<file path="src/design/panel_pkg.sv">
// panel controller shared definitions
// widths, opcode encoding and the request structs passed between blocks

`default_nettype none

package panel_pkg;

    // framebuffer geometry and brightness depth
    localparam int unsigned FB_ADDR_W = 10;
    localparam int unsigned BRIGHTNESS_LEVELS = 6;

    typedef logic [7:0] cmd_byte_t;
    typedef logic [7:0] pixel_t;
    typedef logic [FB_ADDR_W-1:0] fb_addr_t;
    // one extra bit so a count of the whole framebuffer fits
    typedef logic [FB_ADDR_W:0] fb_count_t;
    typedef logic [BRIGHTNESS_LEVELS-1:0] brightness_t;

    typedef enum logic [7:0] {
        // colour channel enables
        RED_ENABLE       = 8'h10,
        RED_DISABLE      = 8'h11,
        GREEN_ENABLE     = 8'h12,
        GREEN_DISABLE    = 8'h13,
        BLUE_ENABLE      = 8'h14,
        BLUE_DISABLE     = 8'h15,
        // brightness mask, ONE..SIX flip a single bit
        BRIGHTNESS_ZERO  = 8'h20,
        BRIGHTNESS_ONE   = 8'h21,
        BRIGHTNESS_TWO   = 8'h22,
        BRIGHTNESS_THREE = 8'h23,
        BRIGHTNESS_FOUR  = 8'h24,
        BRIGHTNESS_FIVE  = 8'h25,
        BRIGHTNESS_SIX   = 8'h26,
        BRIGHTNESS_FULL  = 8'h29,
        // followed by one mask byte
        READ_BRIGHTNESS  = 8'h30,
        // framebuffer commands
        BLANK_PANEL      = 8'h40,
        FILL_PANEL       = 8'h41,
        WRITE_PIXEL      = 8'h42
    } opcode_t;

    typedef struct packed {
        logic red;
        logic green;
        logic blue;
    } rgb_enable_t;

    // register update, decoder to register block
    typedef struct packed {
        logic      valid;
        opcode_t   op;
        cmd_byte_t arg;
    } cfg_req_t;

    // one write engine run
    typedef struct packed {
        fb_addr_t  base;
        fb_count_t count;
        pixel_t    value;
    } fb_req_t;

    // single framebuffer write beat
    typedef struct packed {
        fb_addr_t addr;
        pixel_t   data;
    } fb_write_t;

endpackage

`default_nettype wire

</file>
<file path="src/design/cmd_decoder.sv">
// command byte decoder
// collects command arguments, forwards register updates and launches write engine runs

`timescale 1ns/1ps
`default_nettype none

module cmd_decoder #(
    parameter int unsigned FB_DEPTH = 1 << panel_pkg::FB_ADDR_W
) (
    input  wire                        clk_in,
    input  wire                        reset,
    input  wire  panel_pkg::cmd_byte_t cmd_byte,
    input  wire                        cmd_valid,
    input  wire                        fb_done,
    output logic                       cmd_ready,
    output panel_pkg::cfg_req_t        cfg_req,
    output logic                       fb_start,
    output panel_pkg::fb_req_t         fb_req
);
    import panel_pkg::*;

    typedef enum logic [2:0] {
        IDLE,
        BRIGHTNESS_ARG,
        FILL_ARG,
        PIXEL_ADDR_HI,
        PIXEL_ADDR_LO,
        PIXEL_DATA,
        WAIT_ENGINE
    } dec_state_t;

    localparam fb_count_t FULL_COUNT = fb_count_t'(FB_DEPTH);

    dec_state_t state;
    dec_state_t state_next;
    opcode_t    opcode;
    logic       accept;
    logic       launch;

    assign opcode = opcode_t'(cmd_byte);

    // no bytes are taken while an engine run is outstanding
    assign cmd_ready = (state != WAIT_ENGINE);
    assign accept = cmd_valid && cmd_ready;

    // every non-wait state only reaches WAIT_ENGINE on the last byte of a command
    assign launch = (state != WAIT_ENGINE) && (state_next == WAIT_ENGINE);

    always_comb begin
        cfg_req.valid = 1'b0;
        cfg_req.op = opcode;
        cfg_req.arg = cmd_byte;
        state_next = state;
        case (state)
            IDLE: begin
                if (accept) begin
                    case (opcode)
                        READ_BRIGHTNESS: state_next = BRIGHTNESS_ARG;
                        BLANK_PANEL: state_next = WAIT_ENGINE;
                        FILL_PANEL: state_next = FILL_ARG;
                        WRITE_PIXEL: state_next = PIXEL_ADDR_HI;
                        // single byte codes go to the register block that drops unknown ones
                        default: cfg_req.valid = 1'b1;
                    endcase
                end
            end
            BRIGHTNESS_ARG: begin
                if (accept) begin
                    cfg_req.valid = 1'b1;
                    cfg_req.op = READ_BRIGHTNESS;
                    state_next = IDLE;
                end
            end
            FILL_ARG: begin
                if (accept) begin
                    state_next = WAIT_ENGINE;
                end
            end
            PIXEL_ADDR_HI: begin
                if (accept) begin
                    state_next = PIXEL_ADDR_LO;
                end
            end
            PIXEL_ADDR_LO: begin
                if (accept) begin
                    state_next = PIXEL_DATA;
                end
            end
            PIXEL_DATA: begin
                if (accept) begin
                    state_next = WAIT_ENGINE;
                end
            end
            WAIT_ENGINE: begin
                if (fb_done) begin
                    state_next = IDLE;
                end
            end
            default: begin
                state_next = IDLE;
            end
        endcase
    end

    always_ff @(posedge clk_in) begin
        if (reset) begin
            state <= IDLE;
            fb_start <= 1'b0;
        end else begin
            state <= state_next;
            fb_start <= launch;
        end
    end

    // request fields are built up as argument bytes arrive
    always_ff @(posedge clk_in) begin
        if (accept) begin
            case (state)
                IDLE: begin
                    if (opcode == BLANK_PANEL) begin
                        fb_req.base <= '0;
                        fb_req.count <= FULL_COUNT;
                        fb_req.value <= '0;
                    end
                end
                FILL_ARG: begin
                    fb_req.base <= '0;
                    fb_req.count <= FULL_COUNT;
                    fb_req.value <= cmd_byte;
                end
                PIXEL_ADDR_HI: begin
                    // upper address bits come first and the low byte follows
                    fb_req.base <= fb_addr_t'({cmd_byte, 8'h00});
                end
                PIXEL_ADDR_LO: begin
                    fb_req.base[7:0] <= cmd_byte;
                end
                PIXEL_DATA: begin
                    fb_req.count <= fb_count_t'(1);
                    fb_req.value <= cmd_byte;
                end
                default: begin
                end
            endcase
        end
    end

    // engine done only arrives for the run being waited on and never in its launch cycle
    a_single_run: assert property (@(posedge clk_in) disable iff (reset)
        fb_done |-> ((state == WAIT_ENGINE) && !fb_start));

endmodule

`default_nettype wire

</file>
<file path="src/design/panel_config_regs.sv">
// colour enable and brightness mask registers
// applies register updates from the command decoder

`timescale 1ns/1ps
`default_nettype none

module panel_config_regs (
    input  wire                       clk_in,
    input  wire                       reset,
    input  wire  panel_pkg::cfg_req_t cfg_req,
    output panel_pkg::rgb_enable_t    rgb_enable,
    output panel_pkg::brightness_t    brightness
);
    import panel_pkg::*;

    brightness_t flip_mask;

    // opcode n selects mask bit BRIGHTNESS_LEVELS-n
    always_comb begin
        flip_mask = '0;
        case (cfg_req.op)
            BRIGHTNESS_ONE:   flip_mask[BRIGHTNESS_LEVELS-1] = 1'b1;
            BRIGHTNESS_TWO:   flip_mask[BRIGHTNESS_LEVELS-2] = 1'b1;
            BRIGHTNESS_THREE: flip_mask[BRIGHTNESS_LEVELS-3] = 1'b1;
            BRIGHTNESS_FOUR:  flip_mask[BRIGHTNESS_LEVELS-4] = 1'b1;
            BRIGHTNESS_FIVE:  flip_mask[BRIGHTNESS_LEVELS-5] = 1'b1;
            BRIGHTNESS_SIX:   flip_mask[BRIGHTNESS_LEVELS-6] = 1'b1;
            default:          flip_mask = '0;
        endcase
    end

    always_ff @(posedge clk_in) begin
        if (reset) begin
            rgb_enable <= '1;
            brightness <= '1;
        end else if (cfg_req.valid) begin
            case (cfg_req.op)
                RED_ENABLE:      rgb_enable.red <= 1'b1;
                RED_DISABLE:     rgb_enable.red <= 1'b0;
                GREEN_ENABLE:    rgb_enable.green <= 1'b1;
                GREEN_DISABLE:   rgb_enable.green <= 1'b0;
                BLUE_ENABLE:     rgb_enable.blue <= 1'b1;
                BLUE_DISABLE:    rgb_enable.blue <= 1'b0;
                BRIGHTNESS_ZERO: brightness <= '0;
                BRIGHTNESS_FULL: brightness <= '1;
                READ_BRIGHTNESS: brightness <= cfg_req.arg[BRIGHTNESS_LEVELS-1:0];
                // single bit toggles, unknown codes leave the mask alone
                default:         brightness <= brightness ^ flip_mask;
            endcase
        end
    end

    // framebuffer commands go to the write engine, never here
    a_no_fb_op: assert property (@(posedge clk_in) disable iff (reset)
        cfg_req.valid |-> !(cfg_req.op inside {BLANK_PANEL, FILL_PANEL, WRITE_PIXEL}));

endmodule

`default_nettype wire

</file>
<file path="src/design/fb_write_engine.sv">
// framebuffer write sequencer
// issues count writes of one value from a base address, advancing on each handshake

`timescale 1ns/1ps
`default_nettype none

module fb_write_engine (
    input  wire                      clk_in,
    input  wire                      reset,
    input  wire                      fb_start,
    input  wire  panel_pkg::fb_req_t fb_req,
    input  wire                      fb_ready,
    output logic                     fb_valid,
    output panel_pkg::fb_write_t     fb_write,
    output logic                     fb_done
);
    import panel_pkg::*;

    fb_addr_t  run_addr;
    pixel_t    run_value;
    fb_count_t remaining;
    logic      handshake;
    logic      last;

    assign handshake = fb_valid && fb_ready;
    assign last = (remaining == fb_count_t'(1));
    assign fb_done = handshake && last;

    assign fb_write = '{addr: run_addr, data: run_value};

    always_ff @(posedge clk_in) begin
        if (reset) begin
            fb_valid <= 1'b0;
            remaining <= '0;
        end else if (fb_start) begin
            fb_valid <= 1'b1;
            remaining <= fb_req.count;
        end else if (handshake) begin
            remaining <= remaining - fb_count_t'(1);
            if (last) begin
                fb_valid <= 1'b0;
            end
        end
    end

    // address and value only move on start or an accepted write
    always_ff @(posedge clk_in) begin
        if (fb_start) begin
            run_addr <= fb_req.base;
            run_value <= fb_req.value;
        end else if (handshake) begin
            run_addr <= run_addr + fb_addr_t'(1);
        end
    end

    // a stalled write must not change until it is taken
    a_hold_stalled: assert property (@(posedge clk_in) disable iff (reset)
        (fb_valid && !fb_ready) |=> (fb_valid && $stable(fb_write)));

endmodule

`default_nettype wire

</file>
<file path="src/design/panel_ctrl_top.sv">
// led panel controller command front end
// byte decoder, configuration registers and framebuffer write engine

`timescale 1ns/1ps
`default_nettype none

module panel_ctrl_top #(
    parameter int unsigned FB_DEPTH = 1 << panel_pkg::FB_ADDR_W
) (
    input  wire                          clk_in,
    input  wire                          reset,
    input  wire  panel_pkg::cmd_byte_t   cmd_byte,
    input  wire                          cmd_valid,
    input  wire                          fb_ready,
    output wire                          cmd_ready,
    output wire                          fb_valid,
    output wire  panel_pkg::fb_write_t   fb_write,
    output wire  panel_pkg::rgb_enable_t rgb_enable,
    output wire  panel_pkg::brightness_t brightness
);
    import panel_pkg::*;

    wire cfg_req_t cfg_req;
    wire fb_req_t  fb_req;
    wire           fb_start;
    wire           fb_done;

    cmd_decoder #(
        .FB_DEPTH(FB_DEPTH)
    ) u_decoder (
        .clk_in   (clk_in),
        .reset    (reset),
        .cmd_byte (cmd_byte),
        .cmd_valid(cmd_valid),
        .fb_done  (fb_done),
        .cmd_ready(cmd_ready),
        .cfg_req  (cfg_req),
        .fb_start (fb_start),
        .fb_req   (fb_req)
    );

    panel_config_regs u_regs (
        .clk_in    (clk_in),
        .reset     (reset),
        .cfg_req   (cfg_req),
        .rgb_enable(rgb_enable),
        .brightness(brightness)
    );

    fb_write_engine u_engine (
        .clk_in  (clk_in),
        .reset   (reset),
        .fb_start(fb_start),
        .fb_req  (fb_req),
        .fb_ready(fb_ready),
        .fb_valid(fb_valid),
        .fb_write(fb_write),
        .fb_done (fb_done)
    );

endmodule

`default_nettype wire

</file>
<file path="config.mk">
export PLATFORM = sky130hd
export DESIGN_NAME = panel_ctrl_top
export DESIGN_NICKNAME = d
export VERILOG_FILES = /design/src/design/panel_pkg.sv /design/src/design/cmd_decoder.sv /design/src/design/panel_config_regs.sv /design/src/design/fb_write_engine.sv /design/src/design/panel_ctrl_top.sv
export SDC_FILE = /design/constraint.sdc
export NUM_CORES = 1
export LEC_CHECK = 0
export CAP_MARGIN = 40
export CORE_MARGIN = 2
export CORE_UTILIZATION = 63
export DETAILED_ROUTE_END_ITERATION = 10
export DONT_BUFFER_PORTS = 1
export PLACE_DENSITY = 0.79
export SETUP_SLACK_MARGIN = 0.02
export SLEW_MARGIN = 20
export SYNTH_ARGS = -nofsm -noshare
export SYNTH_HDL_FRONTEND = slang
export SYNTH_SLANG_ARGS = --single-unit
</file>
<file path="constraint.sdc">
create_clock -name clk_in -period 2.56 [get_ports clk_in]
set_input_delay 0.128 -clock clk_in [delete_from_list [all_inputs] [get_ports clk_in]]
set_output_delay 0.128 -clock clk_in [all_outputs]
set_load 0.05 [all_outputs]
</file>
==> results of run 1 <==
routing by layer:
| metal | share of wire [%] | vias up | routed length [um] |
|---|---|---|---|
| li1 | - | 1176 | - |
| met1 | 46 | 1088 | 2780 |
| met2 | 46 | 87 | 2830 |
| met3 | 6.7 | 11 | 406 |
| met4 | 1.3 | 0 | 78 |
| met5 | 0 | - | 0 |
worst max-delay path, stage by stage, from the launching register on:
cell     delay [ns]
dfxtp_1        0.36
or4b_4         0.55
o21ba_4        0.24
o22ai_2        0.09
or3b_4         0.43
o32a_1         0.35
worst paths after layout:
path,from,end,slack (ns)
worst min-delay path,cmd_byte[4],u_decoder.fb_req[4],0.009
worst min register to register,u_decoder.fb_req[6],u_engine.run_value[6],0.41
worst max-delay path,u_decoder.state[2],u_regs.brightness[3],0.44
worst max register to register,u_decoder.state[2],u_regs.brightness[3],0.44
power groups by stage:
stage	Combinational [mW]	Sequential (mW)	Clock, mW
finish	0.0811	1.07	0.824
global route	0.0882	1.07	0.883
CTS	0.0772	1.07	0.842
detailed placement	0.0583	1.10	0
global placement	0.0573	1.10	0
floorplan	0.0618	1.10	0
cells in the mapped netlist (all sizes together) (4+ instances only):
library cell	instances
o211ai	5
a211oi	4
xor2	11
o21ai	15
nand2	27
nand3	11
and2	8
nor2b	10
dfxtp	25
inv	10
edfxtp	38
nor4	7
nand2b	4
nor2	27
nand4	4
or2	5
nor3b	4
xnor2	9
a21oi	12
clkbuf	14
nor3	8
cell type report:
class / count / area share, %
Clock buffer: 9 / 3.46
Clock inverter: 7 / 2.02
Inverter: 10 / 1.05
Multi-Input combinational cell: 221 / 39.4
Sequential cell: 63 / 45.8
Tap cell: 67 / 2.34
Timing Repair Buffer: 24 / 5.93
logic make-up (layout without fill, tap and decap cells):
| family | after synthesis | after routing | synth area share [%] |
|---|---|---|---|
| simple gates | 136 | 136 | 23.7 |
| fa+ha+maj | 3 | 3 | 1.18 |
| xor+xnor | 20 | 20 | 5.52 |
| compound gates | 58 | 58 | 12.8 |
| mux | 4 | 4 | 1.30 |
| flops | 63 | 63 | 51.8 |
| buf+inv | 27 | 50 | 3.71 |
state kept, by name, indices dropped and copies added (netlist names):
signal / flops
u_engine.run_addr: 10
u_regs.brightness: 6
u_decoder.state: 3
u_engine.fb_valid: 1
u_decoder.fb_req: 20
u_regs.rgb_enable: 3
u_engine.run_value: 8
u_engine.remaining: 11
u_decoder.fb_start: 1
per-stage QoR:
step	instances	setup WS, ns
CTS	399	0.450
global route	401	0.235
detailed placement	372	0.448
finish	401	0.441
floorplan	311	0.483
global placement	372	0.493
repair_timing:
action	in CTS	in global routing
endpoints found under the setup margin	0	0
hold buffers	11	2
hold endpoints to repair	22	2
==> out/metrics.cfg, run 1 <==
[grt]
grt.met2_usage_pct=36.1
antenna_found_initial=0
grt_use_met1_pct=30.6
grt_start_max_net_pins=20
overflow=0
grt_pass1_wl_um=9590
busiest_layer=met2
grt_pass1_vias=2104
grt_usage_pct=23.2
met3_usage_pct=8.03

[route]
routed_wl_um=6100
wl_per_cell_um=15.2
avgViaCountPerCell=5.89
drtIter0Drc=113
num_vias=2362
detail-route-antenna-nets=0
first_pass_iters=4
drc=0

[synth]
ys_async_sr_fraction_pct=0
synth_top_area_share_pct=36.0
synth_flop_cell=edfxtp_1
syn-num-nets=326
syn_avg_cell_area_um2=10.2
ys.warnings.count=0
syn_area_um2=3170
yosys.area.top_type=edfxtp_1
yosysUniqueCellTypes=57
synth_edf_count=38
seq_area_frac_synth_pct=51.8
syn_inst=311
synthTopCellsByArea=edfxtp_1, dfxtp_1, nand2_1
ys_ff_latch=63

[floorplanning]
die_h_um=75.0
start_util_pct=66.3
core_area_um2=4790
die_x_um=75.0
fp.dieArea_um2=5620
num_rows=25
ioPinCount=41

[status]
status=complete, no violations

[cells_and_area]
syn2layout_area_growth_pct=13.0
final_common_cell=edfxtp_1
fill_cells=326
final_cell_mix=edfxtp_1, nand2_1, nor2_1, dfxtp_1, o21ai_0
fin_area_um2=3580
n_antenna_cell=0
layout.nets=344
drive_gt1_share_pct=12.3
final_util_pct=74.9
multi_input_area_um2=1410
seq_area_um2=1640

[clock_network]
numCtsBuffers=9
clk_latency_ns=0.33
clk_pin_slew_worst_paths_ns=0.07
cts_resized=0
postCtsSetupRepairBufs=0
clock_path_buffers=2
clockRootBuffer=clkbuf_8
cts.sinks=63
htree_levels=3
cts_tree=done

[critical_path]
critPathArrivalTime_ns=2.35
reg2reg_depth=5
critPathMaxFanout=6
critPathLaunchType=flop
required_ns=2.79
crit_path_end_kind=flop
path_class=reg2reg

[power_and_ir_drop]
vdd_ir_drop_max_uv=360
combPwrFrac_pct=4.1
clkPwrFrac_pct=41.6
switching_share_pct=21.3
seq_power_share_pct=54.3
power_mw=1.98
p_int_mw=1.56
power.density_nw_per_um2=552
p_switching_mw=0.421
p_leak_nw=1.23

[place]
dpl_cell_area_um2=3260
place.port_buffers=0
dpl.hpwl_um=4080
globalplace.congestion=0.889

[timing]
maxSlewViolCount=0
hold_slack_ns=0.00917
fin_skew_ns=0.00877
period_minus_slack_ns=2.12
finalHoldViolCount=0
tightest_slew_ns=0.696
fin_setup_tns_ns=0
timing.fmax_mhz=472
setup_viol=0
grt_setup_unrepaired=false
max_slew_margin_pct=53.6
post-route-period-util_pct=82.8

[min_path]
holdCritPathClass=in2reg
hold_depth=1

[flow_run]
max-cap-violations=0

Power figures use the tool's default switching activity.
==> run 2: changes to the inputs <==
- clock period: 2.56 -> 2.1 ns (I/O delays scaled with it)
==> run 2 against run 1 <==
  * First-iteration DRC count up 7.1%
  * Power is 21% higher
  * Core utilization grew 1.9 points
  * Clock skew down 0.0019 ns
  * Routed wire length increased by 6.9%
  * Clock-buffer cell count is 2 higher
  * Critical endpoint unchanged
  * Largest power group unchanged
==> out/metrics.cfg, run 2 (synthesized netlist as in run 1, its figures left out) <==
[grt]
grt_start_max_net_pins=20  ; unchanged
grt_usage_pct=24.6  ; +1.4 points
grt_pass1_wl_um=10200  ; +6.2%
grt_pass1_vias=2227  ; +5.8%
overflow=0  ; unchanged
antenna_found_initial=0  ; unchanged

[route]
avgViaCountPerCell=5.79  ; -1.7%
num_vias=2380  ; +0.76%
routed_wl_um=6510  ; +6.9%
detail-route-antenna-nets=0  ; unchanged
wl_per_cell_um=15.8  ; +4.3%
first_pass_iters=5  ; +1
drc=0  ; unchanged
drtIter0Drc=121  ; +7.1%

[clock_network]
numCtsBuffers=9  ; unchanged
clk_latency_ns=0.33  ; about the same
clk_pin_slew_worst_paths_ns=0.07  ; about the same
clock_path_buffers=2  ; unchanged
cts.sinks=63  ; unchanged
cts_tree=done
htree_levels=3  ; unchanged
clockRootBuffer=clkbuf_8

[floorplanning]
core_area_um2=4790  ; unchanged
fp.dieArea_um2=5620  ; unchanged
num_rows=25  ; unchanged
die_x_um=75.0  ; unchanged
die_h_um=75.0  ; unchanged
ioPinCount=41  ; unchanged
start_util_pct=66.3  ; unchanged

[cells_and_area]
regMostFlops=u_decoder.fb_req
n_antenna_cell=0  ; unchanged
final_cell_mix=edfxtp_1, nand2_1, nor2_1, dfxtp_1, buf_4
largestRegisters=u_decoder.fb_req: 20 flops, u_engine.remaining: 11 flops, u_engine.run_addr: 10 flops
syn2layout_area_growth_pct=15.9
drive_gt1_share_pct=16.3  ; +4.0 points
layout.nets=354  ; +2.9%
final_common_cell=edfxtp_1
largest_reg_flops=20  ; unchanged

[status]
status=complete, no violations

[critical_path]
crit_path_end_kind=flop
startpoint=u_decoder.state[2]
critPathLaunchType=flop
r2r_slack_ns=0.09  ; -0.35 ns
path_class=reg2reg
r2r-end=u_regs.brightness[3]
worstReg2RegStart=u_decoder.state[2]
critPathArrivalTime_ns=2.23  ; -0.12 ns
reg2reg_depth=5  ; unchanged
required_ns=2.32  ; -0.47 ns
critPathMaxFanout=5  ; -1

[power_and_ir_drop]
power.density_nw_per_um2=649  ; +18%
vdd_ir_drop_max_uv=539  ; +50%
p_leak_nw=1.28  ; +4.2%

[timing]
timing.fmax_mhz=497  ; +5.4%
hold_slack_ns=0.0272  ; +0.0181 ns
post-route-period-util_pct=95.7  ; +13 points
fin_skew_ns=0.00688  ; -0.00189 ns
fin_setup_tns_ns=0  ; unchanged
period_minus_slack_ns=2.01  ; -0.109 ns
setup_viol=0  ; unchanged
max_slew_margin_pct=60.5  ; +6.9 points
grt_setup_unrepaired=false
tightest_slew_ns=0.592  ; -0.104 ns
maxSlewViolCount=0  ; unchanged
finalHoldViolCount=0  ; unchanged

[min_path]
hold_depth=2  ; +1
min-delay-start=cmd_valid
holdCritPathClass=in2reg
holdPathEnd=u_decoder.state[2]

[place]
dpl.hpwl_um=4300  ; +5.4%
place.port_buffers=0  ; unchanged
globalplace.congestion=0.920  ; +3.5%

[flow_run]
max-cap-violations=0  ; unchanged

-- run 2: area by class of cell --
class | count | area (um2)
multi-input cells | 221 | 1440
flip-flops and latches | 63 | 1640
inverters | 10 | 37.5
clock inverters | 5 | 50.0
clock buffers | 11 | 131
well taps | 67 | 83.8
fillers | 343 | 1110
repair buffers | 34 | 287
-- run 2: critical path, stage by stage (launching register included) --
cell	delay (ns)
dfxtp_1	0.33
or4b_4	0.53
o21ba_4	0.24
o22ai_2	0.07
or3b_4	0.44
o32a_1	0.29
-- run 2: how the worst max path moves through the flow --
stage	slack (ns)	cells past startpoint	to
final	0.09	5	u_regs.brightness[3]
after CTS	0.04	5	u_regs.brightness[3]
after detailed placement	0.05	5	u_regs.brightness[3]
after global placement	0.08	5	u_regs.brightness[3]
after global routing	0.02	9	u_decoder.fb_start
after floorplan	0.02	6	u_regs.brightness[3]
-- run 2: where the power goes --
| group | switching [mW] | internal (mW) | total, mW |
|---|---|---|---|
| Combinational | 0.0541 | 0.0527 | 0.107 |
| Sequential | 0.00525 | 1.30 | 1.31 |
| Clock | 0.432 | 0.540 | 0.973 |
-- run 2: layer usage --
metal / vias to the layer above / GRT usage, % / wire, um
met2: 81 / 38.3 / 3120
met5: - / 0 / 0
met1: 1095 / 31.8 / 2850
met3: 13 / 5.89 / 410
li1: 1191 / - / -
met4: 0 / 13.7 / 131
-- run 2: stage by stage --
stage | std cells | util (%) | power, mW | instance area, um2 | setup WS (ns)
global route | 411 | 76.8 | 2.46 | 3680 | 0.0230
finish | 411 | 76.8 | 2.39 | 3680 | 0.0895
floorplan | 311 | - | 1.41 | 3170 | 0.0230
detailed placement | 382 | 69.6 | 1.41 | 3330 | 0.0532
CTS | 409 | 75.7 | 2.40 | 3620 | 0.0448
global placement | 382 | 69.6 | 1.41 | 3330 | 0.0834
-- run 2: what timing repair did --
action	in CTS	in global routing
endpoints found under the setup margin	0	2
hold buffers	11	0
gates resized for setup	0	8
endpoints found under the hold margin	27	0
setup buffers	0	2
==> run 3: changes to the inputs <==
- CORE_UTILIZATION: 63 -> 32
- PLACE_DENSITY: 0.79 -> unset
- clock period: 2.1 -> 2.5 ns (I/O delays scaled with it)
==> run 3 against run 2 <==
  * Clock skew up 0.0020 ns
  * Cell area is 0.10% higher
  * First-iteration DRC count grew 45%
  * Non-clock buffer count is 10 lower
  * Largest cell class unchanged
  * Largest power group unchanged
==> out/metrics.cfg, run 3 (synthesized netlist as in run 1, its figures left out) <==
[critical_path]
cp_common_cell=inv_1
reg2reg_depth=9  ; +4
worstReg2RegStart=u_decoder.state[2]
cp_num_buf_inv=3  ; +3
crit_cells=9  ; +4
crit_family=compound AO/OA/AOI/OAI gates
required_ns=2.74  ; +0.42 ns
r2r_slack_ns=0.33  ; +0.24 ns
critPathLaunchType=flop
cp_slowest_stage_delay_ns=0.42  ; -0.11 ns
critPathMaxFanout=10  ; +5
path_class=reg2reg
crit_chain=buf_4 > inv_1 > nor2_1 > nand2_1 > inv_1 > a21oi_1 > a211oi_1 > o21ai_0 > a2111oi_2
crit_path_top_delay_cell=dfxtp_1
crit_path_end_kind=flop
startpoint=u_decoder.state[2]
cp-endpoint=u_decoder.fb_start
r2r-end=u_decoder.fb_start
critPathArrivalTime_ns=2.42  ; +0.19 ns

[floorplanning]
die_h_um=104  ; +38%
core_area_um2=9680  ; +100%
die_x_um=104  ; +38%
num_rows=36  ; +44%
fp.dieArea_um2=10700  ; +91%
start_util_pct=32.8  ; -34 points
ioPinCount=41  ; unchanged

[clock_network]
numCtsBuffers=9  ; unchanged
htree_levels=3  ; unchanged
clockRootBuffer=clkbuf_8
postCtsSetupRepairBufs=0  ; unchanged
cts.sinks=63  ; unchanged
cts_tree=done
clk_pin_slew_worst_paths_ns=0.07  ; about the same
clock_path_buffers=2  ; unchanged
clk_latency_ns=0.35  ; +0.02 ns

[grt]
grt_pass1_wl_um=11400  ; +12%
grt_pass1_vias=2294  ; +3.0%
overflow=0  ; unchanged
grt_start_max_net_pins=19  ; -5.0%
antenna_found_initial=0  ; unchanged
grt_usage_pct=13.5  ; -11 points

[power_and_ir_drop]
p_int_mw=1.65  ; -13%
switching_share_pct=21.8  ; +1.2 points
seq_power_share_pct=52.3  ; -2.5 points
p_switching_mw=0.459  ; -6.7%
clkPwrFrac_pct=43.8  ; +3.1 points
p_leak_nw=1.24  ; -3.2%
combPwrFrac_pct=3.9  ; -0.6 points
power.density_nw_per_um2=572  ; -12%
vdd_ir_drop_max_uv=222  ; -59%

[cells_and_area]
syn2layout_area_growth_pct=16.0
regMostFlops=u_decoder.fb_req
n_antenna_cell=0  ; unchanged
drive_gt1_share_pct=13.2  ; -3.1 points
final_cell_mix=edfxtp_1, nand2_1, nor2_1, dfxtp_1, o21ai_0
largestRegisters=u_decoder.fb_req: 20 flops, u_engine.remaining: 11 flops, u_engine.run_addr: 10 flops
layout.nets=344  ; -2.8%
final_common_cell=edfxtp_1
largest_reg_flops=20  ; unchanged
finalNonFillerCells=467  ; +14%

[timing]
layout_setup_ws_ns=0.327  ; +0.237 ns
grt_setup_unrepaired=false
timing.fmax_mhz=460  ; -7.5%
fin_skew_ns=0.00887  ; +0.00199 ns
max_slew_margin_pct=50.6  ; -9.9 points
setup_viol=0  ; unchanged
maxSlewViolCount=0  ; unchanged
fin_setup_tns_ns=0  ; unchanged
post-route-period-util_pct=86.9  ; -8.8 points
period_minus_slack_ns=2.17  ; +0.163 ns
tightest_slew_ns=0.741  ; +0.149 ns
finalHoldViolCount=0  ; unchanged

[route]
routed_wl_um=7020  ; +7.8%
drc=0  ; unchanged
num_vias=2387  ; +0.29%
wl_per_cell_um=15.0  ; -5.1%
first_pass_iters=4  ; -1
drtIter0Drc=175  ; +45%
avgViaCountPerCell=5.11  ; -12%
detail-route-antenna-nets=0  ; unchanged

[place]
dp_slack_ns=0.216  ; +0.162 ns
place.port_buffers=0  ; unchanged
globalplace.congestion=0.808  ; -12%
dp.cells=440  ; +15%
dpl.hpwl_um=4590  ; +6.9%

[min_path]
holdCritPathClass=in2reg

[status]
status=complete, no violations

[flow_run]
max-cap-violations=0  ; unchanged

==> run 3: cell count changes in the layout (fill, tap and decap cells not counted), moves of 2 or more <==
cell,delta
nor4_1,+2
clkbuf_1,-2
clkinv_2,-2
buf_4,-9
nor4_2,-2
clkbuf_8,+2
==> run 3: worst reg2reg max path, stage by stage (launching register included) <==
cell,delay [ns]
dfxtp_1,0.42
buf_4,0.20
inv_1,0.10
nor2_1,0.20
nand2_1,0.12
inv_1,0.11
a21oi_1,0.16
a211oi_1,0.25
o21ai_0,0.12
a2111oi_2,0.39
==> run 3: repair_timing <==
item / CTS / global route
hold buffers: 11 / 0
endpoints found under the setup margin: 0 / 1
gates resized for setup: 0 / 2
endpoints found under the hold margin: 27 / 0
==> run 3: cell type report <==
type	count	area (um2)
fillers	953	6000
flip-flops and latches	63	1640
multi-input cells	221	1420
repair buffers	24	208
well taps	133	166
clock buffers	11	151
clock inverters	5	56.3
inverters	10	37.5
==> run 3: worst min-delay path by stage <==
stage,start,depth (start not counted),slack (ns),end
after floorplan,fb_ready,1,0.24,u_engine.remaining[1]
after global placement,reset,1,0.20,u_engine.fb_valid
after detailed placement,reset,1,0.20,u_engine.fb_valid
after CTS,cmd_byte[0],2,0.002,u_regs.brightness[0]
after global routing,cmd_byte[1],3,0.02,u_regs.brightness[1]
final,cmd_byte[0],2,0.01,u_regs.brightness[0]
==> run 3: metal layers <==
metal	track usage [%]	share of wire [%]	vias up
li1	-	-	1179
met1	17.3	46	1122
met2	19.7	43	67
met3	4.66	6.9	19
met4	8.20	3.4	0
met5	0	0	-
==> run 3: metrics by stage <==
stage	util [%]	area, um2	total power [mW]	hold WS (ns)
floorplan	-	3170	1.19	0.242
global placement	34.7	3360	1.18	0.203
detailed placement	34.7	3360	1.18	0.203
CTS	37.9	3670	2.13	0.00232
global route	38.0	3680	2.18	0.0243
finish	38.0	3680	2.11	0.0123
==> run 3: power groups by stage <==
| stage | logic, mW | clock network (mW) | registers (mW) |
|---|---|---|---|
| floorplan | 0.0633 | 0 | 1.12 |
| global placement | 0.0600 | 0 | 1.12 |
| detailed placement | 0.0603 | 0 | 1.12 |
| CTS | 0.0815 | 0.946 | 1.10 |
| global route | 0.0897 | 0.991 | 1.10 |
| finish | 0.0825 | 0.922 | 1.10 |
